===== config.mk =====
export PLATFORM = sky130hd
export DESIGN_NAME = scoreDisplayTop
export DESIGN_NICKNAME = d
export VERILOG_FILES = /design/src/scorePkg.sv /design/src/numberBitmap.sv /design/src/objectsMux.sv /design/src/obstacle.sv /design/src/scoreDisplayTop.sv /design/src/square.sv
export SDC_FILE = /design/constraint.sdc
export NUM_CORES = 1
export LEC_CHECK = 0
export BUFFER_PORTS_ARGS = -buffer_cell sky130_fd_sc_hd__buf_4
export CORE_ASPECT_RATIO = 0.9
export CORE_MARGIN = 5
export CORE_UTILIZATION = 44
export CTS_BUF_LIST = sky130_fd_sc_hd__clkbuf_4
export DETAILED_ROUTE_END_ITERATION = 16
export PLACE_DENSITY = 0.69
export SETUP_SLACK_MARGIN = 0.15
export SLEW_MARGIN = 10
export SYNTH_ARGS = -nofsm -noshare
export SYNTH_HDL_FRONTEND = slang
export SYNTH_SLANG_ARGS = --single-unit

===== constraint.sdc =====
create_clock -name clk -period 2.55 [get_ports clk]
set_input_delay 0.51 -clock clk [delete_from_list [all_inputs] [get_ports clk]]
set_output_delay 0.51 -clock clk [all_outputs]
set_load 0.05 [all_outputs]

===== src/scorePkg.sv =====
package scorePkg;

	// size of one digit cell on screen
	localparam int NUMBER_WIDTH = 24; // three font columns
	localparam int NUMBER_HEIGHT = 40; // five font rows

	// every font bit becomes a square block of this many pixels
	localparam int FONT_SCALE = 8;

	// coordinates can be negative before the visible area starts
	typedef logic signed [10:0] pixelCoord_t;

	typedef logic [10:0] offset_t; // distance from the top-left corner of a rectangle

	typedef logic [3:0] digit_t;

	typedef logic [7:0] rgb_t; // RRRGGGBB

	localparam rgb_t DIGIT_COLOR = 8'hFF; // white
	localparam rgb_t SCORE_COLOR = 8'hE0; // full red with no green or blue
	localparam rgb_t BACKGROUND_COLOR = 8'h00;

endpackage


===== src/numberBitmap.sv =====
`timescale 1ns/1ps

module numberBitmap (
	input logic clk,
	input logic arstN,
	input scorePkg::offset_t offsetX,
	input scorePkg::offset_t offsetY,
	input scorePkg::digit_t number,
	input logic insideRectangle,
	output logic drawNumber,
	output scorePkg::rgb_t RGBNumber
);

	// five rows of three bits, row 0 is the top of the glyph
	typedef logic [4:0][2:0] glyph_t;

	localparam glyph_t FONT [10] = '{
		15'b111_101_101_101_111, // 0
		15'b001_001_001_001_001, // 1
		15'b111_001_111_100_111, // 2
		15'b111_001_111_001_111, // 3
		15'b101_101_111_001_001, // 4
		15'b111_100_111_001_111, // 5
		15'b111_100_111_101_111, // 6
		15'b111_001_001_001_001, // 7
		15'b111_101_111_101_111, // 8
		15'b111_101_111_001_111 // 9
	};

	localparam scorePkg::offset_t SCALE = scorePkg::offset_t'(scorePkg::FONT_SCALE);
	localparam scorePkg::offset_t FONT_ROWS = 11'd5;
	localparam scorePkg::offset_t FONT_COLS = 11'd3;

	glyph_t glyph;
	scorePkg::offset_t fontRow;
	scorePkg::offset_t fontCol;
	logic lit;

	assign fontRow = offsetY / SCALE;
	assign fontCol = offsetX / SCALE;

	assign glyph = (number < 4'd10) ? FONT[number] : '0; // codes above nine stay blank

	// packed index 4 holds the top row and bit 2 the left column
	always_comb begin
		lit = 1'b0;
		if (insideRectangle && (fontRow < FONT_ROWS) && (fontCol < FONT_COLS)) begin
			lit = glyph[3'd4 - fontRow[2:0]][2'd2 - fontCol[1:0]];
		end
	end

	always_ff @(posedge clk or negedge arstN) begin
		if (!arstN) begin
			drawNumber <= 1'b0;
			RGBNumber <= scorePkg::BACKGROUND_COLOR;
		end else begin
			drawNumber <= lit;
			RGBNumber <= lit ? scorePkg::DIGIT_COLOR : scorePkg::BACKGROUND_COLOR;
		end
	end

endmodule


===== src/objectsMux.sv =====
`timescale 1ns/1ps

module objectsMux (
	input logic clk,
	input logic arstN,
	input logic drawObstacle,
	input logic drawScoreNumber,
	input scorePkg::rgb_t RGBObstacle,
	output logic drawPixel,
	output logic drawScore,
	output scorePkg::rgb_t rgb
);

	scorePkg::rgb_t nextRgb;

	// the highlighted digit wins over an ordinary one
	always_comb begin
		if (drawScoreNumber) begin
			nextRgb = scorePkg::SCORE_COLOR;
		end else if (drawObstacle) begin
			nextRgb = RGBObstacle;
		end else begin
			nextRgb = scorePkg::BACKGROUND_COLOR;
		end
	end

	always_ff @(posedge clk or negedge arstN) begin
		if (!arstN) begin
			drawPixel <= 1'b0;
			drawScore <= 1'b0;
			rgb <= scorePkg::BACKGROUND_COLOR;
		end else begin
			drawPixel <= drawObstacle;
			drawScore <= drawScoreNumber;
			rgb <= nextRgb;
		end
	end

endmodule


===== src/obstacle.sv =====
`timescale 1ns/1ps

module obstacle #(
	parameter int NUMBERS = 10,
	parameter int NUMBERS_SPACE = 40,
	parameter int ROW_LEFT_X = 20,
	parameter int ROW_TOP_Y = 60
) (
	input logic clk,
	input logic arstN,
	input scorePkg::pixelCoord_t pixelX,
	input scorePkg::pixelCoord_t pixelY,
	input scorePkg::digit_t scoreNumber,
	output logic drawObstacle,
	output scorePkg::rgb_t RGBObstacle,
	output logic drawScoreNumber
);

	logic [NUMBERS-1:0] drawSquare;
	scorePkg::offset_t offsetXSquare [NUMBERS];
	scorePkg::offset_t offsetYSquare [NUMBERS];

	for (genvar i = 0; i < NUMBERS; i++) begin : genSquares
		square #(
			.OBJECT_WIDTH(scorePkg::NUMBER_WIDTH),
			.OBJECT_HEIGHT(scorePkg::NUMBER_HEIGHT),
			.TOP_LEFT_X(ROW_LEFT_X + i * NUMBERS_SPACE),
			.TOP_LEFT_Y(ROW_TOP_Y)
		) squareInst (
			.pixelX(pixelX),
			.pixelY(pixelY),
			.draw(drawSquare[i]),
			.offsetX(offsetXSquare[i]),
			.offsetY(offsetYSquare[i])
		);
	end

	scorePkg::digit_t numberToDraw;
	scorePkg::offset_t offsetXNumber;
	scorePkg::offset_t offsetYNumber;
	scorePkg::digit_t drawnDigit;
	logic insideRectangle;
	logic drawNumber;
	scorePkg::rgb_t RGBNumber;

	// cells never overlap, so the last hit is the only hit
	always_comb begin
		numberToDraw = '0;
		offsetXNumber = offsetXSquare[0];
		offsetYNumber = offsetYSquare[0];
		for (int i = 1; i < NUMBERS; i++) begin
			if (drawSquare[i]) begin
				numberToDraw = scorePkg::digit_t'(i);
				offsetXNumber = offsetXSquare[i];
				offsetYNumber = offsetYSquare[i];
			end
		end
	end

	assign insideRectangle = |drawSquare;

	numberBitmap numberBitmapInst (
		.clk(clk),
		.arstN(arstN),
		.offsetX(offsetXNumber),
		.offsetY(offsetYNumber),
		.number(numberToDraw),
		.insideRectangle(insideRectangle),
		.drawNumber(drawNumber),
		.RGBNumber(RGBNumber)
	);

	always_ff @(posedge clk or negedge arstN) begin
		if (!arstN) begin
			drawnDigit <= '0;
		end else begin
			drawnDigit <= numberToDraw; // lines up with drawNumber from the bitmap
		end
	end

	assign drawObstacle = drawNumber;
	assign RGBObstacle = RGBNumber;
	assign drawScoreNumber = drawNumber && (drawnDigit == scoreNumber);

endmodule


===== src/scoreDisplayTop.sv =====
`timescale 1ns/1ps

module scoreDisplayTop #(
	parameter int NUMBERS = 10,
	parameter int NUMBERS_SPACE = 40,
	parameter int ROW_LEFT_X = 20,
	parameter int ROW_TOP_Y = 60
) (
	input logic clk,
	input logic arstN,
	input scorePkg::pixelCoord_t pixelX, // straight from the sync counter
	input scorePkg::pixelCoord_t pixelY,
	input scorePkg::digit_t scoreNumber,
	output logic drawPixel,
	output logic drawScore,
	output scorePkg::rgb_t rgb
);

	logic drawObstacle;
	logic drawScoreNumber;
	scorePkg::rgb_t RGBObstacle;

	obstacle #(
		.NUMBERS(NUMBERS),
		.NUMBERS_SPACE(NUMBERS_SPACE),
		.ROW_LEFT_X(ROW_LEFT_X),
		.ROW_TOP_Y(ROW_TOP_Y)
	) obstacleInst (
		.clk(clk),
		.arstN(arstN),
		.pixelX(pixelX),
		.pixelY(pixelY),
		.scoreNumber(scoreNumber),
		.drawObstacle(drawObstacle),
		.RGBObstacle(RGBObstacle),
		.drawScoreNumber(drawScoreNumber)
	);

	objectsMux objectsMuxInst (
		.clk(clk),
		.arstN(arstN),
		.drawObstacle(drawObstacle),
		.drawScoreNumber(drawScoreNumber),
		.RGBObstacle(RGBObstacle),
		.drawPixel(drawPixel),
		.drawScore(drawScore),
		.rgb(rgb)
	);

endmodule


===== src/square.sv =====
`timescale 1ns/1ps

module square #(
	parameter int OBJECT_WIDTH = 24,
	parameter int OBJECT_HEIGHT = 40,
	parameter int TOP_LEFT_X = 0,
	parameter int TOP_LEFT_Y = 0
) (
	input scorePkg::pixelCoord_t pixelX,
	input scorePkg::pixelCoord_t pixelY,
	output logic draw,
	output scorePkg::offset_t offsetX,
	output scorePkg::offset_t offsetY
);

	localparam scorePkg::pixelCoord_t LEFT = scorePkg::pixelCoord_t'(TOP_LEFT_X);
	localparam scorePkg::pixelCoord_t TOP = scorePkg::pixelCoord_t'(TOP_LEFT_Y);
	localparam scorePkg::pixelCoord_t RIGHT =
		scorePkg::pixelCoord_t'(TOP_LEFT_X + OBJECT_WIDTH);
	localparam scorePkg::pixelCoord_t BOTTOM =
		scorePkg::pixelCoord_t'(TOP_LEFT_Y + OBJECT_HEIGHT);

	scorePkg::pixelCoord_t relX;
	scorePkg::pixelCoord_t relY;
	logic insideX;
	logic insideY;

	assign relX = pixelX - LEFT;
	assign relY = pixelY - TOP;

	assign insideX = (pixelX >= LEFT) && (pixelX < RIGHT); // right column belongs to the gap
	assign insideY = (pixelY >= TOP) && (pixelY < BOTTOM);
	assign draw = insideX && insideY;

	always_comb begin
		offsetX = '0;
		offsetY = '0;
		if (draw) begin
			offsetX = scorePkg::offset_t'(relX); // never negative once inside
			offsetY = scorePkg::offset_t'(relY);
		end
	end

endmodule


-- Yosys cells after proc, flatten, opt, wreduce, memory -nomap -nowiden
Memories as Yosys holds them, arrays and structs flattened.
Cells that the tools add are included.
- flip-flop bits (word level): 23
- bits in latches: 0
- RAM bits: 0
- bits in read-only memories: 240
- input port bits: 28
- output and inout bits: 10
- logic and storage cells: 115
- memories kept: 1
- memories (memory ; depth ; bits a word ; rd ports ; clocked after Yosys merged registers in ; write ports ; line ; source):
    (name not given) ; 16 ; 15 ; 1 ; 0 ; 0 ; numberBitmap.sv:42 ; assign glyph = (number < 4'd10) ? FONT[number] : '0;
- $add $sub $neg: 13
- multipliers: 0
- divide/modulo/power cells: 0
- $lt $le $gt $ge: 28
- eq/ne operators: 1
- shift-type cells: 0
- multiplexer cells: 40
- bitwise gates (word level): 1
- reduce and logical (&&, ||, !) cells: 25
- operator list (cell ; count):
    $mux W11 ; 20
    $mux W15 ; 3
    $ge A11 B10 Y1 const B ; 4
    $lt A11 B10 Y1 const B ; 4
    $sub A11 B10 Y11 const B ; 4
    $ge A11 B9 Y1 const B ; 3
    $lt A11 B8 Y1 const B ; 3
    $lt A11 B9 Y1 const B ; 3
    $sub A11 B9 Y11 const B ; 3
    $mux W4 ; 8
    $logic_and A1 B1 Y1 ; 24
    $mux W8 ; 3
    $ge A11 B7 Y1 const B ; 2
    $sub A11 B7 Y11 const B ; 2
    $ge A11 B6 Y1 const B ; 1
    $ge A11 B8 Y1 const B ; 1
    $lt A11 B7 Y1 const B ; 1
    $sub A11 B6 Y11 const B ; 1
    $sub A11 B8 Y11 const B ; 1
    $reduce_or A10 Y1 ; 1
    $bmux W3 S3 ; 1
    $lt A8 B2 Y1 const B ; 1
    $lt A8 B3 Y1 const B ; 1
    $ge A5 B5 Y1 const B ; 1
    other kinds (10) ; 12

-- Logic depth before layout (Yosys ltp)
- word-level depth: 23
- mapped depth: 19
- gate-level depth less buffers: 18

-- Cells and area by module
From an unflattened synthesis, not the netlist that was laid out.
- cell total of the unflattened synthesis: 977
- area total of the unflattened synthesis: 6612.6 um^2
- modules (own cells, without submodules) (module ; times used ; cells an instance ; area an instance (um^2) ; seq. area each (um^2)):
    obstacle ; 1 ; 271 ; 1789.2 ; 100.1
    square at obstacleInst.genSquares[6].squareInst ; 1 ; 63 ; 505.5 ; 0.0
    numberBitmap ; 1 ; 60 ; 449.2 ; 25.0
    square at obstacleInst.genSquares[0].squareInst ; 1 ; 66 ; 436.7 ; 0.0
    square at obstacleInst.genSquares[1].squareInst ; 1 ; 66 ; 419.2 ; 0.0
    square at obstacleInst.genSquares[9].squareInst ; 1 ; 65 ; 402.9 ; 0.0
    square at obstacleInst.genSquares[7].squareInst ; 1 ; 60 ; 392.9 ; 0.0
    square at obstacleInst.genSquares[8].squareInst ; 1 ; 61 ; 390.4 ; 0.0
    square at obstacleInst.genSquares[4].squareInst ; 1 ; 66 ; 385.4 ; 0.0
    square at obstacleInst.genSquares[2].squareInst ; 1 ; 58 ; 382.9 ; 0.0
    square at obstacleInst.genSquares[3].squareInst ; 1 ; 65 ; 381.6 ; 0.0
    square at obstacleInst.genSquares[5].squareInst ; 1 ; 58 ; 356.6 ; 0.0
    objectsMux ; 1 ; 18 ; 320.3 ; 250.2

-- Least setup slack after synthesis
Ideal clock, no wire load.
- path type: input port to flip-flop
- start: input pixelX[3]
- end: register obstacleInst.numberBitmapInst.RGBNumber[6]
- setup time: 67 ps
- arrival: 3815 ps
- data required time: 2483 ps
- path slack: -1332 ps
- stages: 18
- path through: buf_2 -> inv_1 -> ha_1 -> nor4b_4 -> nand3_2 -> a211o_1 -> a221o_1 -> and3_4 -> and2_1 -> nand2b_1 -> ha_1 -> o21ai_0 -> mux2i_1 -> nor4b_1 -> o21ai_0 -> a311o_1 -> a21oi_2 -> o221a_1
- longest elaborated chain between the ends: 23
- elaborated cells between the ends (all ways): 98
- those cells by class: 12 x add/sub; 23 x order compare; 38 x mux; 1 x bitwise; 23 x reduce/logical; 1 x memory
- RTL lines (element ; line ; source):
    start, declared ; scoreDisplayTop.sv:11 ; input scorePkg::pixelCoord_t pixelX,
    $ge A11 B7 Y1 / $lt A11 B8 Y1 (equally long branches) ; square.sv:31 ; assign insideX = (pixelX >= LEFT) && (pixelX < RIGHT);
    $logic_and A1 B1 Y1 ; square.sv:31 ;
    $logic_and A1 B1 Y1 ; square.sv:33 ; assign draw = insideX && insideY;
    $mux W1 ; obstacle.sv:52 ; if (drawSquare[i]) begin
    $mux W4 (8 in a row) ; obstacle.sv:52 ;
    $not A4 Y5 (implied by the code) ; numberBitmap.sv:42 ;
    $mem_v2 Z16 W15 ; n/a ;
    $mux W15 (implied by the code) (2 in a row) ; numberBitmap.sv:42 ;
    $mux W15 ; numberBitmap.sv:42 ;
    $bmux W3 S3 ; numberBitmap.sv:48 ; lit = glyph[3'd4 - fontRow[2:0]][2'd2 - fontCol[1:0]];
    $mux W3 (implied by the code) ; numberBitmap.sv:48 ;
    $bmux W1 S2 ; numberBitmap.sv:48 ;
    $mux W1 (implied by the code) ; numberBitmap.sv:48 ;
    $mux W1 * ; numberBitmap.sv:47 ; if (insideRectangle && (fontRow < FONT_ROWS) && (fontCol < FONT_COLS)) begin
    net obstacleInst.numberBitmapInst.lit ; numberBitmap.sv:37 ; logic lit;
    $mux W8 * ; numberBitmap.sv:58 ; RGBNumber <= lit ? scorePkg::DIGIT_COLOR : scorePkg::BACKGROUND_COLOR;
    end signal, assigned ; numberBitmap.sv:55 ; RGBNumber <= scorePkg::BACKGROUND_COLOR;
    end signal, assigned ; numberBitmap.sv:58 ;
    end, declared ; numberBitmap.sv:11 ; output scorePkg::rgb_t RGBNumber
Mark *: on every way through the listed nets, which the timed path passes. The rest lies on a longest branch. The select of a mux whose other input is x is not followed.

-- Worst setup path after layout
- start: input pixelX[3]
- end: register obstacleInst.numberBitmapInst.RGBNumber[6]
- longest elaborated chain between the ends: 23
- elaborated cells between the ends (all ways): 98
- those cells by class: 12 x add/sub; 23 x order compare; 38 x mux; 1 x bitwise; 23 x reduce/logical; 1 x memory
- RTL lines (element ; line ; source):
    $ge A11 B7 Y1 / $lt A11 B8 Y1 (equally long branches) ; square.sv:31 ;
    $logic_and A1 B1 Y1 ; square.sv:31 ;
    $logic_and A1 B1 Y1 ; square.sv:33 ;
    $mux W1 ; obstacle.sv:52 ;
    $mux W4 (7 in a row) ; obstacle.sv:52 ;
    $mux W4 * ; obstacle.sv:52 ;
    net obstacleInst.numberBitmapInst.number[0] ; numberBitmap.sv:8 ; input scorePkg::digit_t number,
    $not A4 Y5 (implied by the code) ; numberBitmap.sv:42 ;
    (+3 left out) ; n/a ;
    $mux W15 * ; numberBitmap.sv:42 ;
    $bmux W3 S3 * ; numberBitmap.sv:48 ;
    $mux W3 (implied by the code) * ; numberBitmap.sv:48 ;
    $bmux W1 S2 * ; numberBitmap.sv:48 ;
    $mux W1 (implied by the code) * ; numberBitmap.sv:48 ;
    $mux W1 * ; numberBitmap.sv:47 ;
    net obstacleInst.numberBitmapInst.lit ; numberBitmap.sv:37 ;
    $mux W8 * ; numberBitmap.sv:58 ;
Marks and branches as above.

==> metrics.txt <==
status=complete, but fails checks; failing checks=setup timing; drt wl/cell=~17 um; first-pass GRT wire length=around 14 mm; std cell rows=24; clk_skew=approximately 2.0 ps; ANT cells=0; most common cell after layout, fill and taps aside=buf_4; syn_nets=348; die footprint=roughly 6500 um2; area taken by multi-input logic gates=1810 um2; DRT Pass-1 Iters=6; final hold viol count=0; Worst Path Required=approximately 2800 ps; TritonCTS buffer count=3; pin count of the biggest net entering global routing=18; Setup violations, final=1; number of global-route vias before repair=between 2000 and 3000; Flop pwr share=0.223; Detailed Route Iter0 Violations=273; Min Clock Period, post-route=between 3000 and 4000 ps; RSZ-0062 raised after global routing=true; commonest cells after routing, fill and taps aside=152 x buf_4, 28 x nand2_1, 23 x nor2_1, 19 x nand3_1, 16 x o21ai_0; arrival time worst endpoint=between 3000 and 4000 ps; Die W=between 80 and 90 um; leak pwr=about 1.6 nW; Total Wirelength=8.48 mm; Clock power frac=0.188; GR Util All Layers=0.258; vias=between 2000 and 3000; GRT overflow=0; CTS tree=built; cell area after layout=roughly 3400 um2; Synth area leader=dfrtp_1; Critical Path Sink Type=flop; Most used DFF post-synth=dfrtp_1; Slew @ Worst Pin=about 590 ps; Setup crit start=pixelX[3]; residual DRC count=0; Die Ht=slightly below 80 um; # fillers=402; layout overhead on the synthesized area=54.5%; Max Root-Sink Buffers=2; post-route ant nets=0; Min-Delay Path Class=primary input to asynchronous set/reset pin; Post-Syn Area=between 2000 and 2500 um2; DR vias/cell=5.77; CTS Hold Bufs=0; total internal power=approximately 400 uW; # Post-CTS Setup Buffers=0; Seq/Total Area, Yosys=0.103; peak supply drop=roughly 0.00014 V; Area after DPL=between 3000 and 4000 um2; Top-Level Pins=38; Net Switching=approximately 240 uW; H-tree levels=1; Pwr per Cell Area=between 150 and 200 nW/um2; later-pin clock latency in the skew report=roughly 260 ps; Yosys warnings=0; Core Footprint=4830 um2; FMAX=0.292 GHz; Initial Utilization=0.453; buffers added on ports=37; met2 usage=0.403; Slew Limit Fails=0; gp weighted congestion=~1; setup_tns=-880 ps; Synth top area share=0.103; top post-synthesis cells by area=dfrtp_1 10%, ha_1 6.3%, nand2_1 4.8%, nand3_1 4.3%, o21ai_0 4.1%; Final WS setup=-880 ps; Distinct cells, synth=between 70 and 80; gr busiest metal=met2; initial antenna violation count=0; layout cell share with drive strength beyond 1=0.426; r2r startpoint=obstacleInst.drawnDigit[1]; GRT met3 Usage=0.0665; Storage cell area=about 230 um2; ys async rst share=1.00; Max Fanout on Critical Path=10; Clock Tree Root=clkbuf_4; met1 usage=0.366; crit path kind=primary input to flop; EDFF count, synth=0; Final Hold Slack=around 60 ps; register bit count reported by yosys=9; synthesized area per cell=7.09 um2; Comb pwr share=0.589; Clock Sinks=9; fin crit share=1.34; slew margin rel.=0.602; sw frac=0.374; Worst-path clk slew=approximately 60 ps; R2R Setup Slk=1440 ps; detailed-placement wirelength estimate=between 6 and 7 mm; Critical Path Source Type=primary input; Mapped Cells=roughly 310; Design Power=roughly 640 uW; Layout Nets=around 480; max-cap violations=0
[final timing paths]
path / end / cells past startpoint
worst max-delay path: obstacleInst.numberBitmapInst.RGBNumber[6] / 14
worst min-delay path: obstacleInst.drawnDigit[0] / 1
worst max register to register: objectsMuxInst.drawScore / 3
worst min register to register: objectsMuxInst.rgb[6] / 0
max in group asynchronous: objectsMuxInst.drawScore / 1
min in group clk: objectsMuxInst.rgb[6] / 0
[synth_stat cells, types with 3 or more instances]
master	number
a211o_1	3
a211oi_1	4
a21oi_1	15
and2_1	8
buf_1	3
buf_2	11
buf_4	6
buf_6	3
clkbuf_1	4
dfrtp_1	9
ha_1	11
inv_1	14
mux2i_1	3
nand2_1	28
nand2b_1	7
nand3_1	19
nand4_1	9
nor2_1	23
nor2b_1	5
nor3_1	8
nor3b_1	4
nor4_1	3
o211ai_1	4
o21a_1	5
o21ai_0	18
o22ai_1	4
o32ai_1	4
or3_1	3
xnor2_1	7
xor2_1	9
[cells by family (layout without fill, tap and decap cells)]
kind of cell,Yosys count,after routing,synth area share
xor gates and xnor gates,17,17,0.0714
buffers and inverters,43,173,0.101
muxes,3,3,0.0137
AOI/OAI and AO/OA,92,92,0.308
and+or+nand+nor,133,133,0.336
adders and majority gates,12,12,0.0674
DFF,9,9,0.103
[flip-flops by register name, summed over array words and instances, names as in the netlist]
| register | count |
|---|---|
| obstacleInst.drawnDigit | 4 |
| objectsMuxInst.drawPixel | 1 |
| objectsMuxInst.rgb | 2 |
| obstacleInst.numberBitmapInst.RGBNumber | 1 |
| objectsMuxInst.drawScore | 1 |
[area by class of cell]
| class | instances | area share |
|---|---|---|
| tap | 65 | 0.0240 |
| timing repair buffer | 154 | 0.348 |
| clock buffer | 4 | 0.00887 |
| inverter | 15 | 0.0174 |
| multi-input combinational | 257 | 0.536 |
| sequential | 9 | 0.0665 |
[power by group through the flow]
stage | logic [mW] | clock network (mW) | registers [mW]
finish | 0.378 | 0.121 | 0.143
global route | 0.406 | 0.132 | 0.143
CTS | 0.369 | 0.123 | 0.143
detailed placement | 0.364 | 0 | 0.146
global placement | 0.359 | 0 | 0.146
floorplan | 0.178 | 0 | 0.146
[critical path, stage by stage]
cell and delay [ps]:
buf_8 110, buf_4 160, a2111oi_1 540, o21a_1 190
o21a_1 140, a211o_1 180, nand4_1 160, a21oi_1 220
inv_1 90, ha_1 210, or3_1 400, and4_1 220
nor4_2 270, o221a_1 230
[stage by stage]
stage	worst slack, ps	cells	utilization
after floorplan	-996	309	-
after global placement	-1090	500	0.691
after detailed placement	-1170	500	0.691
after CTS	-831	504	0.698
after global routing	-1020	504	0.700
final	-880	504	0.700
[per-layer routing]
layer  up-vias  wire, um
met5         -         0
met4         0        70
met3         7      1000
met2       165      3750
met1      1332      3650
li1       1405         -
[repair_timing]
item / in CTS / in global routing
hold endpoints to repair: 0 / 0
gates resized for setup: 1 / 3
setup endpoints to repair: 1 / 2
pin swaps: 2 / 1
(Power assumes the default switching activity.)
